`src/hdl/beacon_cfg.svh`:
```
`ifndef BEACON_CFG_SVH
`define BEACON_CFG_SVH

// ------------------------------
// Beacon relay configuration
// ------------------------------

// Character that marks a beacon in the low byte of a word
`define BEACON_CHAR 8'h7E

// Number of transmit words that carry the beacon after one hit
`define BEACON_HOLD_CYCLES 3

// Depth of the rxresetdone synchronizer
`define LANE_SYNC_STAGES 3

// ------------------------------
// Word geometry
// ------------------------------
`define GT_WORD_BYTES 2

`endif

```
`src/hdl/gt_word_pkg.sv`:
```
`default_nettype none

package gt_word_pkg;

  `include "beacon_cfg.svh"

  // ------------------------------
  // Transceiver word views
  // ------------------------------

  // Byte view, hi byte first so lo sits at [7:0]
  typedef struct packed {
    logic [7:0] hi;
    logic [7:0] lo;
  } gt_bytes_t;

  // One 16-bit word, read either whole or per byte
  typedef union packed {
    logic [15:0] raw;
    gt_bytes_t   bytes;
  } gt_word_u;

  // One K flag per byte of the word
  typedef logic [`GT_WORD_BYTES-1:0] gt_charisk_t;

endpackage

`default_nettype wire

```
`src/hdl/rx_lane_monitor.sv`:
```
`default_nettype none

`include "beacon_cfg.svh"

module rx_lane_monitor (
  input  logic                     rx_clk,
  input  logic                     rxfsmresetdone,
  input  logic                     rxresetdone_i,
  input  gt_word_pkg::gt_word_u    rx_data_i,
  input  gt_word_pkg::gt_charisk_t rx_charisk_i,
  output gt_word_pkg::gt_word_u    rx_data_o,
  output gt_word_pkg::gt_charisk_t rx_charisk_o,
  output logic                     lane_up_o,
  output logic                     beacon_hit_o
);

  // ------------------------------
  // Reset-done synchronizer
  // ------------------------------

  logic [`LANE_SYNC_STAGES-1:0] sync_q;
  logic                         sync_rst_n;
  logic                         beacon_match;

  // Either reset source drops the lane immediately
  assign sync_rst_n = rxfsmresetdone & rxresetdone_i;

  always_ff @(posedge rx_clk or negedge sync_rst_n)
  begin
    if (!sync_rst_n)
    begin
      sync_q <= '0;
    end
    else
    begin
      sync_q <= {sync_q[`LANE_SYNC_STAGES-2:0], rxresetdone_i};
    end
  end

  // Lane is up once the last stage has seen reset-done
  assign lane_up_o = sync_q[`LANE_SYNC_STAGES-1];

  // ------------------------------
  // Received word register
  // ------------------------------

  always_ff @(posedge rx_clk or negedge rxfsmresetdone)
  begin
    if (!rxfsmresetdone)
    begin
      rx_data_o.raw <= '0;
      rx_charisk_o  <= '0;
    end
    else
    begin
      rx_data_o.raw <= rx_data_i.raw;
      rx_charisk_o  <= rx_charisk_i;
    end
  end

  // ------------------------------
  // Beacon detector
  // ------------------------------

  // Only the lo byte carries the beacon
  assign beacon_match = (rx_data_i.bytes.lo == `BEACON_CHAR);

  // One-cycle pulse per matching word, ignored while the lane is down
  always_ff @(posedge rx_clk or negedge rxfsmresetdone)
  begin
    if (!rxfsmresetdone)
    begin
      beacon_hit_o <= 1'b0;
    end
    else
    begin
      beacon_hit_o <= lane_up_o & beacon_match;
    end
  end

endmodule

`default_nettype wire

```
`src/hdl/beacon_stretcher.sv`:
```
`default_nettype none

`include "beacon_cfg.svh"

module beacon_stretcher (
  input  logic rx_clk,
  input  logic rxfsmresetdone,
  input  logic beacon_hit_i,
  output logic beacon_active_o
);

  // Wide enough to hold the full window length
  localparam int CNT_W = $clog2(`BEACON_HOLD_CYCLES + 1);

  logic [CNT_W-1:0] hold_cnt;
  logic             hold_nonzero;

  // ------------------------------
  // Hold counter
  // ------------------------------

  // A hit always reloads, so a second beacon extends the window
  always_ff @(posedge rx_clk or negedge rxfsmresetdone)
  begin
    if (!rxfsmresetdone)
    begin
      hold_cnt <= '0;
    end
    else if (beacon_hit_i)
    begin
      hold_cnt <= CNT_W'(`BEACON_HOLD_CYCLES);
    end
    else if (hold_nonzero)
    begin
      hold_cnt <= hold_cnt - 1'b1;
    end
  end

  assign hold_nonzero = (hold_cnt != '0);

  // ------------------------------
  // Window flag
  // ------------------------------

  // Registered copy of the nonzero state
  // Lines the window up with the tx word register one cycle later
  always_ff @(posedge rx_clk or negedge rxfsmresetdone)
  begin
    if (!rxfsmresetdone)
    begin
      beacon_active_o <= 1'b0;
    end
    else
    begin
      beacon_active_o <= hold_nonzero;
    end
  end

endmodule

`default_nettype wire

```
`src/hdl/tx_word_builder.sv`:
```
`default_nettype none

`include "beacon_cfg.svh"

module tx_word_builder (
  input  logic                     rx_clk,
  input  logic                     rxfsmresetdone,
  input  logic                     beacon_active_i,
  input  gt_word_pkg::gt_word_u    tx_data_i,
  input  gt_word_pkg::gt_charisk_t tx_charisk_i,
  output gt_word_pkg::gt_word_u    tx_data_o,
  output gt_word_pkg::gt_charisk_t tx_charisk_o
);

  import gt_word_pkg::*;

  gt_word_u tx_word_next;

  // ------------------------------
  // Beacon overwrite
  // ------------------------------

  // Hi byte always passes through untouched
  always_comb
  begin
    tx_word_next = tx_data_i;
    if (beacon_active_i)
    begin
      tx_word_next.bytes.lo = `BEACON_CHAR;
    end
  end

  // ------------------------------
  // Output register
  // ------------------------------

  // K flags are never modified, even when the lo byte is replaced
  always_ff @(posedge rx_clk or negedge rxfsmresetdone)
  begin
    if (!rxfsmresetdone)
    begin
      tx_data_o.raw <= '0;
      tx_charisk_o  <= '0;
    end
    else
    begin
      tx_data_o.raw <= tx_word_next.raw;
      tx_charisk_o  <= tx_charisk_i;
    end
  end

endmodule

`default_nettype wire

```
`src/hdl/beacon_relay_top.sv`:
```
`default_nettype none

module beacon_relay_top (
  input  logic                     rx_clk,
  input  logic                     rxfsmresetdone,
  input  logic                     rxresetdone_i,

  // Receive side
  input  gt_word_pkg::gt_word_u    rx_data_i,
  input  gt_word_pkg::gt_charisk_t rx_charisk_i,
  output gt_word_pkg::gt_word_u    rx_data_o,
  output gt_word_pkg::gt_charisk_t rx_charisk_o,
  output logic                     rx_reset_done_o,

  // Transmit side
  input  gt_word_pkg::gt_word_u    tx_data_i,
  input  gt_word_pkg::gt_charisk_t tx_charisk_i,
  output gt_word_pkg::gt_word_u    tx_data_o,
  output gt_word_pkg::gt_charisk_t tx_charisk_o
);

  logic lane_up;
  logic beacon_hit;
  logic beacon_active;

  // ------------------------------
  // Receive side
  // ------------------------------

  rx_lane_monitor u_rx_lane_monitor (
    .rx_clk         (rx_clk),
    .rxfsmresetdone (rxfsmresetdone),
    .rxresetdone_i  (rxresetdone_i),
    .rx_data_i      (rx_data_i),
    .rx_charisk_i   (rx_charisk_i),
    .rx_data_o      (rx_data_o),
    .rx_charisk_o   (rx_charisk_o),
    .lane_up_o      (lane_up),
    .beacon_hit_o   (beacon_hit)
  );

  // Qualified reset-done goes straight out
  assign rx_reset_done_o = lane_up;

  // ------------------------------
  // Hold window
  // ------------------------------

  beacon_stretcher u_beacon_stretcher (
    .rx_clk          (rx_clk),
    .rxfsmresetdone  (rxfsmresetdone),
    .beacon_hit_i    (beacon_hit),
    .beacon_active_o (beacon_active)
  );

  // ------------------------------
  // Transmit side
  // ------------------------------

  // Shares rx_clk, so the window needs no crossing
  tx_word_builder u_tx_word_builder (
    .rx_clk          (rx_clk),
    .rxfsmresetdone  (rxfsmresetdone),
    .beacon_active_i (beacon_active),
    .tx_data_i       (tx_data_i),
    .tx_charisk_i    (tx_charisk_i),
    .tx_data_o       (tx_data_o),
    .tx_charisk_o    (tx_charisk_o)
  );

endmodule

`default_nettype wire

```
`config.mk`:
```
export PLATFORM = sky130hd
export DESIGN_NAME = beacon_relay_top
export DESIGN_NICKNAME = d
export VERILOG_FILES = /design/src/hdl/gt_word_pkg.sv /design/src/hdl/rx_lane_monitor.sv /design/src/hdl/beacon_stretcher.sv /design/src/hdl/tx_word_builder.sv /design/src/hdl/beacon_relay_top.sv
export VERILOG_INCLUDE_DIRS = /design/src /design/src/hdl
export SDC_FILE = /design/constraint.sdc
export NUM_CORES = 1
export LEC_CHECK = 0
export BUFFER_PORTS_ARGS = -buffer_cell sky130_fd_sc_hd__buf_2
export CORE_ASPECT_RATIO = 1.5
export CORE_MARGIN = 2
export CORE_UTILIZATION = 46
export CTS_BUF_LIST = sky130_fd_sc_hd__clkbuf_4
export CTS_CLUSTER_DIAMETER = 60
export DETAILED_ROUTE_END_ITERATION = 10
export MAX_ROUTING_LAYER = met4
export PLACE_DENSITY = 0.88
export REMOVE_ABC_BUFFERS = 1
export SYNTH_ARGS = -nofsm -noshare
export SYNTH_HDL_FRONTEND = slang
export SYNTH_SLANG_ARGS = --single-unit
```
`constraint.sdc`:
```
create_clock -name rx_clk -period 1.8 [get_ports rx_clk]
set_input_delay 0.09 -clock rx_clk [delete_from_list [all_inputs] [get_ports rx_clk]]
set_output_delay 0.09 -clock rx_clk [all_outputs]
set_load 0.03 [all_outputs]
```
# After elaboration in Yosys (flattened, before gate mapping)
# Index checks and enable logic that the tools add are counted.
# W data, S select, Z words.
# totals
word_cells	17
in_bits	39
reg_bits	43
# classes
n_addsub	1
n_mux	3
reduce_logical	2
n_eq_ne	1
bitwise	2
# ops
cell	n
$eq A8 B7 Y1 const B	1
$mux W8	1
$mux W2	2
$reduce_bool A2 Y1	2
$and A1 B1 Y1	2
$sub A2 B1 Y2 const B	1

# Longest topological paths before layout
# Gate-level depths: netlist (run 1).
# logic_depth
word_depth	3
ltp_mapped	4
ltp_nobuf	4

# By module
# From an unflattened synthesis (run 1), not the netlist that was laid out.
# unflattened
cells_unflattened	64
hier_area_um2	1221.2
# modules_own_cells
mod	area_per_inst_um2	instances	cells_each	seq_area_each_um2
rx_lane_monitor	585.6	1	26	550.5
tx_word_builder	500.5	1	26	450.4
beacon_stretcher	135.1	1	12	75.1

# Worst setup path before layout (run 1)
# No wires, ideal clock.
# synth_timing
path_kind	reg-to-reg
from	register u_beacon_stretcher.hold_cnt[0]
to	register u_beacon_stretcher.hold_cnt[1]
path_buffers	0
stages_incl_launch_ff	5
arrival_ps	917
required_time_ps	1676
setup_slack_ps	759
synth_period_minus_slack_ps	1041
cell_sequence	dfrtp_1 inv_1 ha_1 nor2_1 a211o_1
# synth_between
elab_chain_len	3
# synth_rtl
item	line_no	source
start: declaration	beacon_stretcher.sv:15	logic [CNT_W-1:0] hold_cnt;
start signal: assignment	beacon_stretcher.sv:31	hold_cnt <= CNT_W'(`BEACON_HOLD_CYCLES);
start signal: assignment	beacon_stretcher.sv:35	hold_cnt <= hold_cnt - 1'b1;
$sub A2 B1 Y2	beacon_stretcher.sv:35	
$mux W2	beacon_stretcher.sv:33	else if (hold_nonzero)
$mux W2	beacon_stretcher.sv:29	else if (beacon_hit_i)
# Several ways; a longest one is shown, not always the timed one. The select of a mux whose other input is x is not followed.
# A chain may end at the register's enable or synchronous reset.

# Worst setup path in the final report (run 1)
# Same ends and word-level chain as after synthesis.

==> metrics.txt, run 1 <==
pwr dens=1000 mW/mm2; Syn Area/Cell=18.94 um2; Worst Clk Skew=4.940 ps; CP max stage delay=380 ps; drt pass-1 iters=4; CTS tree=built; Post-Route Setup TNS=0 ps; core area=0.002477 mm2; Cell Rows=22; final WL=3205 um; worst hold-check path type=input port to async pin; GR Util All Layers=23.08%; final instance area=0.002061 mm2; clock sink count=43; register area share after synthesis=88.75%; initial antenna violation count=0; Die Ht=66.88 um; Area growth syn-to-layout=69.97%; Worst-Margin Slew=482.9 ps; die area=0.003071 mm2; Cell Area, Placed=0.001625 mm2; status=completed; Die X=45.92 um; Post-Syn Instances=64; Leak=1.040 nW; # resized after CTS=0; first-pass GRT wire length=4657 um; Crit-path slowest cell=dfrtp_1; CTS HTree Levels=2; r2r startpoint=u_beacon_stretcher.hold_cnt[0]; Detailed Place HPWL=1835 um; DRC viols=0; number of distinct library cells after synthesis=13; critical path cell sequence=inv_1 -> ha_1 -> nor2_1 -> a211o_1; Buffers on Ports=75; Synth area leaders=dfrtp_1 (89%), or2_2 (3.1%), ha_1 (1.0%), nor2b_1 (1.0%), nor4_2 (1.0%); MaxCap Viol Count=0; Crit Path Max Fanout=2; deepest clock path buffer count=2; final period utilization=61.59%; largest net degree at the start of global routing=25; Crit. End Element=flip-flop; Setup violations, final=0; I/O Pins=76; Layout Nets=225; Hold Violations, Final=0; routability cong.=0.6425; TritonCTS Buffers=5; CP Class=flip-flop to flip-flop; worst skew pair latency=330 ps; initial core utilization=48.94%; Final min period=1109 ps; Final WS setup=691.4 ps; vias in the first global route=1012; Critical path origin=u_beacon_stretcher.hold_cnt[0]; Routed Antenna Nets=0; Worst slew margin=67.81%; DRT iter0 DRCs=15; Final Max Tran Viols=0; CTS root buf=clkbuf_4; Synth Register Bits=43; GRT overflow=0; CP arrival=1330 ps; area of the mapped netlist=0.001212 mm2; top-area cell type share of the netlist area=88.75%; yosys warns=0; crit start category=flip-flop; wire per inst=15.19 um; f_max=0.9020 GHz; clk slew on worst S/H paths=110 ps; Max VDD drop=0.7627 mV; DP Worst Slack=704.0 ps; Critical Path RT=2020 ps; post-synth top area cell=dfrtp_1; Vias=967; vias per inst=4.583; RSZ-0062 raised after global routing=no; layout cells sized above 1=47.85%
## cell type report
type | count | area [um2]
sequential | 43 | 1076
timing repair buffer | 114 | 763.2
fill | 132 | 416.7
multi-input combinational | 18 | 125.1
clock buffer | 6 | 45.04
tap | 24 | 30.03
inverter | 3 | 11.26
clock inverter | 2 | 7.507
antenna | 1 | 2.502
## timing repair
item | CTS | global route
hold endpoints to repair | 63 | 0
hold buffers | 38 | 0
buffers inserted | 0 | 0
## routing by layer
metal / part of all wire, % / GRT usage [%] / up-vias
met3: 6.0 / 5.149 / 4
met5: 0 / - / -
met4: 0.94 / 10.00 / 0
met1: 34 / 22.28 / 467
li1: - / - / 442
met2: 59 / 41.67 / 54
## Yosys cell counts
master,instances
dfrtp_1,43
or2_2,6
inv_1,3
nand2_1,2
nor2b_1,2
a211o_1,1
and2_1,1
ha_1,1
nand2b_1,1
nand4b_1,1
nor2_1,1
nor4_2,1
xor2_1,1
## critical path, delay by kind of cell (launching register included)
kind            cells  cell delay (ps)
flops               1              380
fa+ha+maj           1              270
compound gates      1              260
buf+inv             1               50
simple gates        1               40
## flip-flops by register name (all words and copies together) (netlist names)
name and cells:
u_rx_lane_monitor.rx_data_o 16, u_rx_lane_monitor.sync_q 3, u_tx_word_builder.tx_charisk_o 2, u_tx_word_builder.tx_data_o 16, u_rx_lane_monitor.beacon_hit_o 1, u_beacon_stretcher.hold_cnt 2, u_rx_lane_monitor.rx_charisk_o 2, u_beacon_stretcher.beacon_active_o 1
## where the power goes
part / internal (W) / leakage, nW / switching, W
sequential: 0.00107 / 0.496 / 0.0000503
combinational: 0.000213 / 0.514 / 0.000294
clock: 0.000160 / 0.0307 / 0.000270
total: 0.00145 / 1.04 / 0.000615
## path summary, 6_finish.rpt
kind	to	slack (ps)	cells past startpoint
worst max-delay path	u_beacon_stretcher.hold_cnt[1]	690	4
worst min register to register	u_rx_lane_monitor.sync_q[2]	360	0
worst min-delay path	u_rx_lane_monitor.sync_q[1]	210	3
min in group rx_clk	u_rx_lane_monitor.sync_q[2]	360	0
worst max register to register	u_beacon_stretcher.hold_cnt[1]	690	4
max in group asynchronous	u_rx_lane_monitor.rx_data_o[5]	940	3
## metrics by stage
| step | hold slack, ps | instances | total power (W) | utilization (%) |
|---|---|---|---|---|
| final | 208.0 | 211 | 0.002062 | 83.18 |
| after global routing | 228.3 | 210 | 0.002164 | 83.08 |
| after CTS | 191.8 | 210 | 0.002061 | 83.08 |
| after detailed placement | 20.26 | 164 | 0.001580 | 65.61 |
| after global placement | 10.14 | 164 | 0.001553 | 65.61 |
| after floorplan | -205.6 | 64 | 0.001413 | - |
## cell usage in the layout, fill, tap and decap left out
cell type       n
dfrtp_1        43
nor2_1          1
clkbuf_4        6
nand2b_1        1
ha_1            1
buf_2          75
and2_1          1
nand4b_1        1
dlygate4sd3_1  38
clkinv_1        2
diode_2         1
a211o_1         1
inv_1           3
buf_4           1
nor4_2          1
xor2_1          1
nor2b_1         2
nand2_1         2
or2_2           6
## cell families (layout without fill, tap and decap cells)
kind of cell	Yosys count	after routing	synth area share, %
DFF	43	43	88.75
and+or+nand+nor	15	15	7.844
buffers and inverters	3	125	0.9287
adders and majority gates	1	1	1.032
AOI/OAI and AO/OA	1	1	0.7225
xor gates and xnor gates	1	1	0.7225
other	0	1	0
Power figures use the tool's default switching activity.
==> run 2, diff against run 1 <==
Settings changed: CORE_UTILIZATION 46 to 39, PLACE_DENSITY 0.88 to 0.8.
Clock period 1.8 ns to 0.9 ns, I/O delays scaled along.
==> run 2 against run 1 <==
Against the previous run:
- the run now ends with negative setup slack left
- clock skew rose by 0.62 ps
- sequential cell count unchanged
- sequential power increased by 110%
- sequential share of layout area decreased by 7.1 points
- non-clock buffer count increased by 2
- global-route usage rose by 3.8 points
- critical path type unchanged
- core utilization shrank 2.0 points
- largest power group unchanged
==> metrics.txt, run 2 (synthesized netlist as in run 1, its figures left out) <==
status=finished with violations; failing checks=negative setup slack; vias in the first global route=1184; CP bufs+invs=1; I/O Pins=76; deepest clock path buffer count=2; CTS HTree Levels=2; largest net degree at the start of global routing=28; Cell Rows=24; CP max stage delay=400 ps; final WL=4214 um; Post-Route Setup TNS=-1727 ps; Hold Violations, Final=0; critical path cell sequence=inv_2 -> ha_4 -> nor2_1 -> a211o_1; Detailed Place HPWL=1878 um; Leak=1.154 nW; CTS tree=built; final period utilization=121.4%; clk slew on worst S/H paths=130 ps; Final Max Tran Viols=0; Final min period=1093 ps; f_max=0.9151 GHz; wire per inst=18.56 um; layout filler cell count=163; die area=0.003580 mm2; Max VDD drop=2.181 mV; Cell Area, Placed=0.001664 mm2; Worst Clk Skew=5.562 ps; Final WS setup=-192.7 ps; Layout Nets=227; biggest regs=u_rx_lane_monitor.rx_data_o: 16 flops, u_tx_word_builder.tx_data_o: 16 flops, u_rx_lane_monitor.sync_q: 3 flops; most common cell after layout, fill and taps aside=dfrtp_1; worst hold-check path type=input port to async pin; initial core utilization=41.20%; GRT overflow=0; GR Util All Layers=26.91%; Crit. End Element=flip-flop; CTS root buf=clkbuf_4; RSZ-0062 raised after global routing=yes; DRT iter0 DRCs=10; CP Class=flip-flop to flip-flop; Die Ht=72.29 um; CP arrival=1330 ps; most frequent cells in the layout=dfrtp_1 (42), dlygate4sd3_1 (38), buf_2 (38), buf_6 (37), or2_4 (6); Routed Antenna Nets=0; worst skew pair latency=340 ps; pwr dens=2065 mW/mm2; clock sink count=43; initial antenna violation count=0; DRC viols=0; Crit Path Max Fanout=2; vias per inst=4.410; placed cell count=180; Setup violations, final=39; Area growth syn-to-layout=97.01%; layout cells sized above 1=51.06%; first-pass GRT wire length=6506 um; Antenna diodes=0; TritonCTS Buffers=5; DP Worst Slack=-204.3 ps; Worst slew margin=75.95%; Critical Path RT=1130 ps; reg2reg setup slack=-190 ps; Worst path top cell family by delay=flip-flops; crit start category=flip-flop; Buffers on Ports=75; Worst-Margin Slew=360.7 ps; drt pass-1 iters=4; Crit-path slowest cell=dfrtp_1; final cell count without fillers=227; MaxCap Viol Count=0; Vias=1001; core area=0.002943 mm2; routability cong.=0.6565; final instance area=0.002389 mm2; Die X=49.53 um
-- run 2: changes by cell type in the layout (fill, tap and decap cells not counted), sizes merged --
cell    change
buf         +2
bufinv      +1
clkbuf      -1
diode       -1
-- run 2: power by group --
part	switching, W	internal (W)	total [W]
sequential	0.000174	0.00216	0.00233
combinational	0.000682	0.000732	0.00141
clock	0.000617	0.000572	0.00119
total	0.00147	0.00346	0.00493
-- run 2: final timing paths --
path	cells after the start	end	startpoint
hold / removal	2	u_rx_lane_monitor.rx_data_o[11]	rxfsmresetdone
hold reg to reg	0	u_rx_lane_monitor.sync_q[1]	u_rx_lane_monitor.sync_q[0]
max in group asynchronous	3	u_rx_lane_monitor.sync_q[2]	rxfsmresetdone
setup / recovery	4	u_beacon_stretcher.hold_cnt[1]	u_beacon_stretcher.hold_cnt[0]
min in group rx_clk	2	u_rx_lane_monitor.rx_data_o[11]	rx_data_i[11]
setup reg to reg	4	u_beacon_stretcher.hold_cnt[1]	u_beacon_stretcher.hold_cnt[0]
-- run 2: per-stage QoR --
stage	util, %	total power [W]	hold WS, ps
6_report	81.16	0.004933	138.8
5_1_grt	81.16	0.005131	149.8
4_1_cts	80.36	0.004734	126.0
3_5_place_dp	56.55	0.003207	-32.40
3_3_place_gp	56.55	0.003146	-39.54
2_1_floorplan	-	0.002826	-250.6
-- run 2: final cells by class --
cell class | count | area (um2) | share of cell area [%]
clock buffers | 5 | 37.54 | 1.572
clock inverters | 3 | 38.79 | 1.624
inverters | 3 | 11.26 | 0.4715
multi-input cells | 18 | 152.6 | 6.391
flip-flops and latches | 43 | 1077 | 45.10
well taps | 39 | 48.80 | 2.043
repair buffers | 116 | 1022 | 42.80
-- run 2: per-layer routing --
layer | routed length, um | part of all wire (%) | GRT usage [%]
met1 | 1260 | 30 | 23.56
met2 | 2725 | 65 | 55.41
met3 | 180 | 4.3 | 5.556
met4 | 48 | 1.1 | 6.790
met5 | 0 | 0 | -
-- run 2: repair_timing --
action                                 in CTS  in global routing
setup endpoints to repair                  39                 46
pin swaps                                   3                  1
hold buffers                               38                  0
gates resized for setup                    78                  7
cloned                                      0                  0
setup buffers                               0                  1
endpoints found under the hold margin      81                  0
-- run 2: worst register-to-register path, cell delays in order, from the launching register on --
cell,delay (ps)
dfrtp_1,400
inv_2,70
ha_4,250
nor2_1,30
a211o_1,240
==> run 3, diff against run 2 <==
Settings changed: CORE_UTILIZATION 39 to 37, CTS_BUF_LIST sky130_fd_sc_hd__clkbuf_4 to sky130_fd_sc_hd__clkbuf_8 sky130_fd_sc_hd__clkbuf_16, PLACE_DENSITY 0.8 to 0.77.
==> run 3 against run 2 <==
Against the previous run:
- the flow still finishes with violations (negative setup slack)
- sequential power shrank 3%
- die area up 5.0%
- final cell count up 0.88%
- routed wire length is 15% lower
- clock-buffer cell count unchanged
- sequential share of layout area grew 2.7 points
- via count down 1.2%
- first-iteration DRC count grew 40%
- hold slack got worse by 78 ps
- clock skew decreased by 1.3 ps
- largest cell class unchanged
==> metrics.txt, run 3 (synthesized netlist as in run 1, its figures left out) <==
status=finished with violations; failing checks=negative setup slack; initial antenna violation count=1; CP max stage delay=380 ps; routability cong.=0.6866; GR Util All Layers=19.06%; Final WS setup=-153.0 ps; die area=0.003760 mm2; deepest clock path buffer count=2; final period utilization=117.0%; Buffers on Ports=75; core area=0.003128 mm2; met3 WL=181 um; CTS HTree Levels=2; biggest regs=u_rx_lane_monitor.rx_data_o: 16 flops, u_tx_word_builder.tx_data_o: 16 flops, u_rx_lane_monitor.sync_q: 3 flops; pwr dens=2276 mW/mm2; worst skew pair latency=280 ps; vias in the first global route=1161; hold_sp=rx_data_i[7]; Critical path origin=u_beacon_stretcher.hold_cnt[0]; CP Class=flip-flop to flip-flop; Max Used Layer=met4; Area growth syn-to-layout=86.07%; Routed Antenna Nets=0; Die X=50.74 um; Final Max Tran Viols=0; largest net degree at the start of global routing=24; first-pass GRT wire length=4926 um; CTS root buf=clkbuf_8; Hold Violations, Final=0; Worst Clk Skew=4.213 ps; critical path cell sequence=inv_2 -> ha_4 -> nor2_2 -> a211o_1; initial core utilization=38.76%; crit start category=flip-flop; reg2reg setup slack=-150 ps; final WL=3600 um; Cell Rows=25; CP endpoint=u_beacon_stretcher.hold_cnt[1]; RSZ-0062 raised after global routing=yes; GRT overflow=0; DRT iter0 DRCs=14; Leak=1.109 nW; TritonCTS Buffers=5; Max VDD drop=1.803 mV; Detailed Place HPWL=1903 um; Reg-to-Reg End=u_beacon_stretcher.hold_cnt[1]; clock sink count=43; most common cell after layout, fill and taps aside=buf_2; Pwr Total=0.005135 W; layout cells sized above 1=51.06%; Die Ht=74.11 um; Crit Path Max Fanout=2; reg2reg path depth=4; Final min period=1053 ps; clk slew on worst S/H paths=70 ps; vias per inst=4.319; Vias=989; wire per inst=15.72 um; Worst-Margin Slew=283.8 ps; Layout Nets=227; Crit. End Element=flip-flop; CP arrival=1220 ps; WL met2=2184 um; drt pass-1 iters=4; most frequent cells in the layout=buf_2 (60), dfrtp_1 (42), dlygate4sd3_1 (38), buf_4 (11), buf_6 (7); M1 WL=1078 um; Setup violations, final=2; DRC viols=0; Critical Path RT=1070 ps; f_max=0.9497 GHz; Worst slew margin=81.08%; MaxCap Viol Count=0; I/O Pins=76; CTS tree=built; post-CTS setup buffer count=0; Crit-path slowest cell=dfrtp_1; r2r startpoint=u_beacon_stretcher.hold_cnt[0]; worst hold-check path type=input port to flip-flop; Post-Route Setup TNS=-244.0 ps
==> run 3: changes by cell type in the layout (fill, tap and decap cells not counted), sizes merged <==
cell    change
clkinv      -2
bufinv      +1
inv         +1
diode       +1
==> run 3: layer usage <==
layer	vias to the layer above	global-route usage (%)
met4	0	8.709
met3	16	4.418
met1	473	15.34
li1	443	-
met2	57	38.74
met5	-	-
==> run 3: critical path: cells and delay by family (launching register included) <==
| family | cells | cell delay [ps] |
|---|---|---|
| flip-flops | 1 | 380 |
| adder cells (fa/ha/maj) | 1 | 260 |
| AO/OA/AOI/OAI | 1 | 220 |
| buffers and inverters | 1 | 60 |
| AND/OR/NAND/NOR | 1 | 30 |
==> run 3: what timing repair did <==
item                                    4_1_cts  5_1_grt
endpoints found under the setup margin        2       21
pin swaps                                     3        0
hold buffers                                 38        0
endpoints found under the hold margin        81        0
gates resized for setup                       4       38
==> run 3: worst min path at each step <==
stage	to	slack, ps	depth (start not counted)
final	u_rx_lane_monitor.beacon_hit_o	60	3
after global routing	u_rx_lane_monitor.beacon_hit_o	50	3
after CTS	u_rx_lane_monitor.beacon_hit_o	40	3
after detailed placement	u_rx_lane_monitor.rx_data_o[3]	-120	1
after global placement	u_rx_lane_monitor.rx_data_o[5]	-120	1
after floorplan	u_beacon_stretcher.beacon_active_o	-250	0
==> run 3: through the flow <==
step	setup slack [ps]	instance area, um2	utilization [%]	cells	hold slack (ps)
floorplan	-141.2	1212	-	64	-250.6
global placement	-138.1	1660	53.08	182	-122.0
detailed placement	-214.5	1660	53.08	182	-118.2
CTS	-153.3	2188	69.96	228	42.25
global route	-187.9	2256	72.12	229	54.18
finish	-153.0	2256	72.12	229	61.15
==> run 3: area by class of cell <==
class / instances / area, um2
Timing Repair Buffer: 116 / 842.1
Fill cell: 206 / 872.1
Sequential cell: 43 / 1077
Inverter: 3 / 11.26
Antenna cell: 1 / 2.502
Clock inverter: 3 / 63.81
Tap cell: 40 / 50.05
Clock buffer: 5 / 68.82
Multi-Input combinational cell: 18 / 140.1
==> run 3: where the power goes <==
group          switching, W  internal, W
clock              0.000575      0.00110
combinational      0.000653     0.000547
sequential         0.000110      0.00215
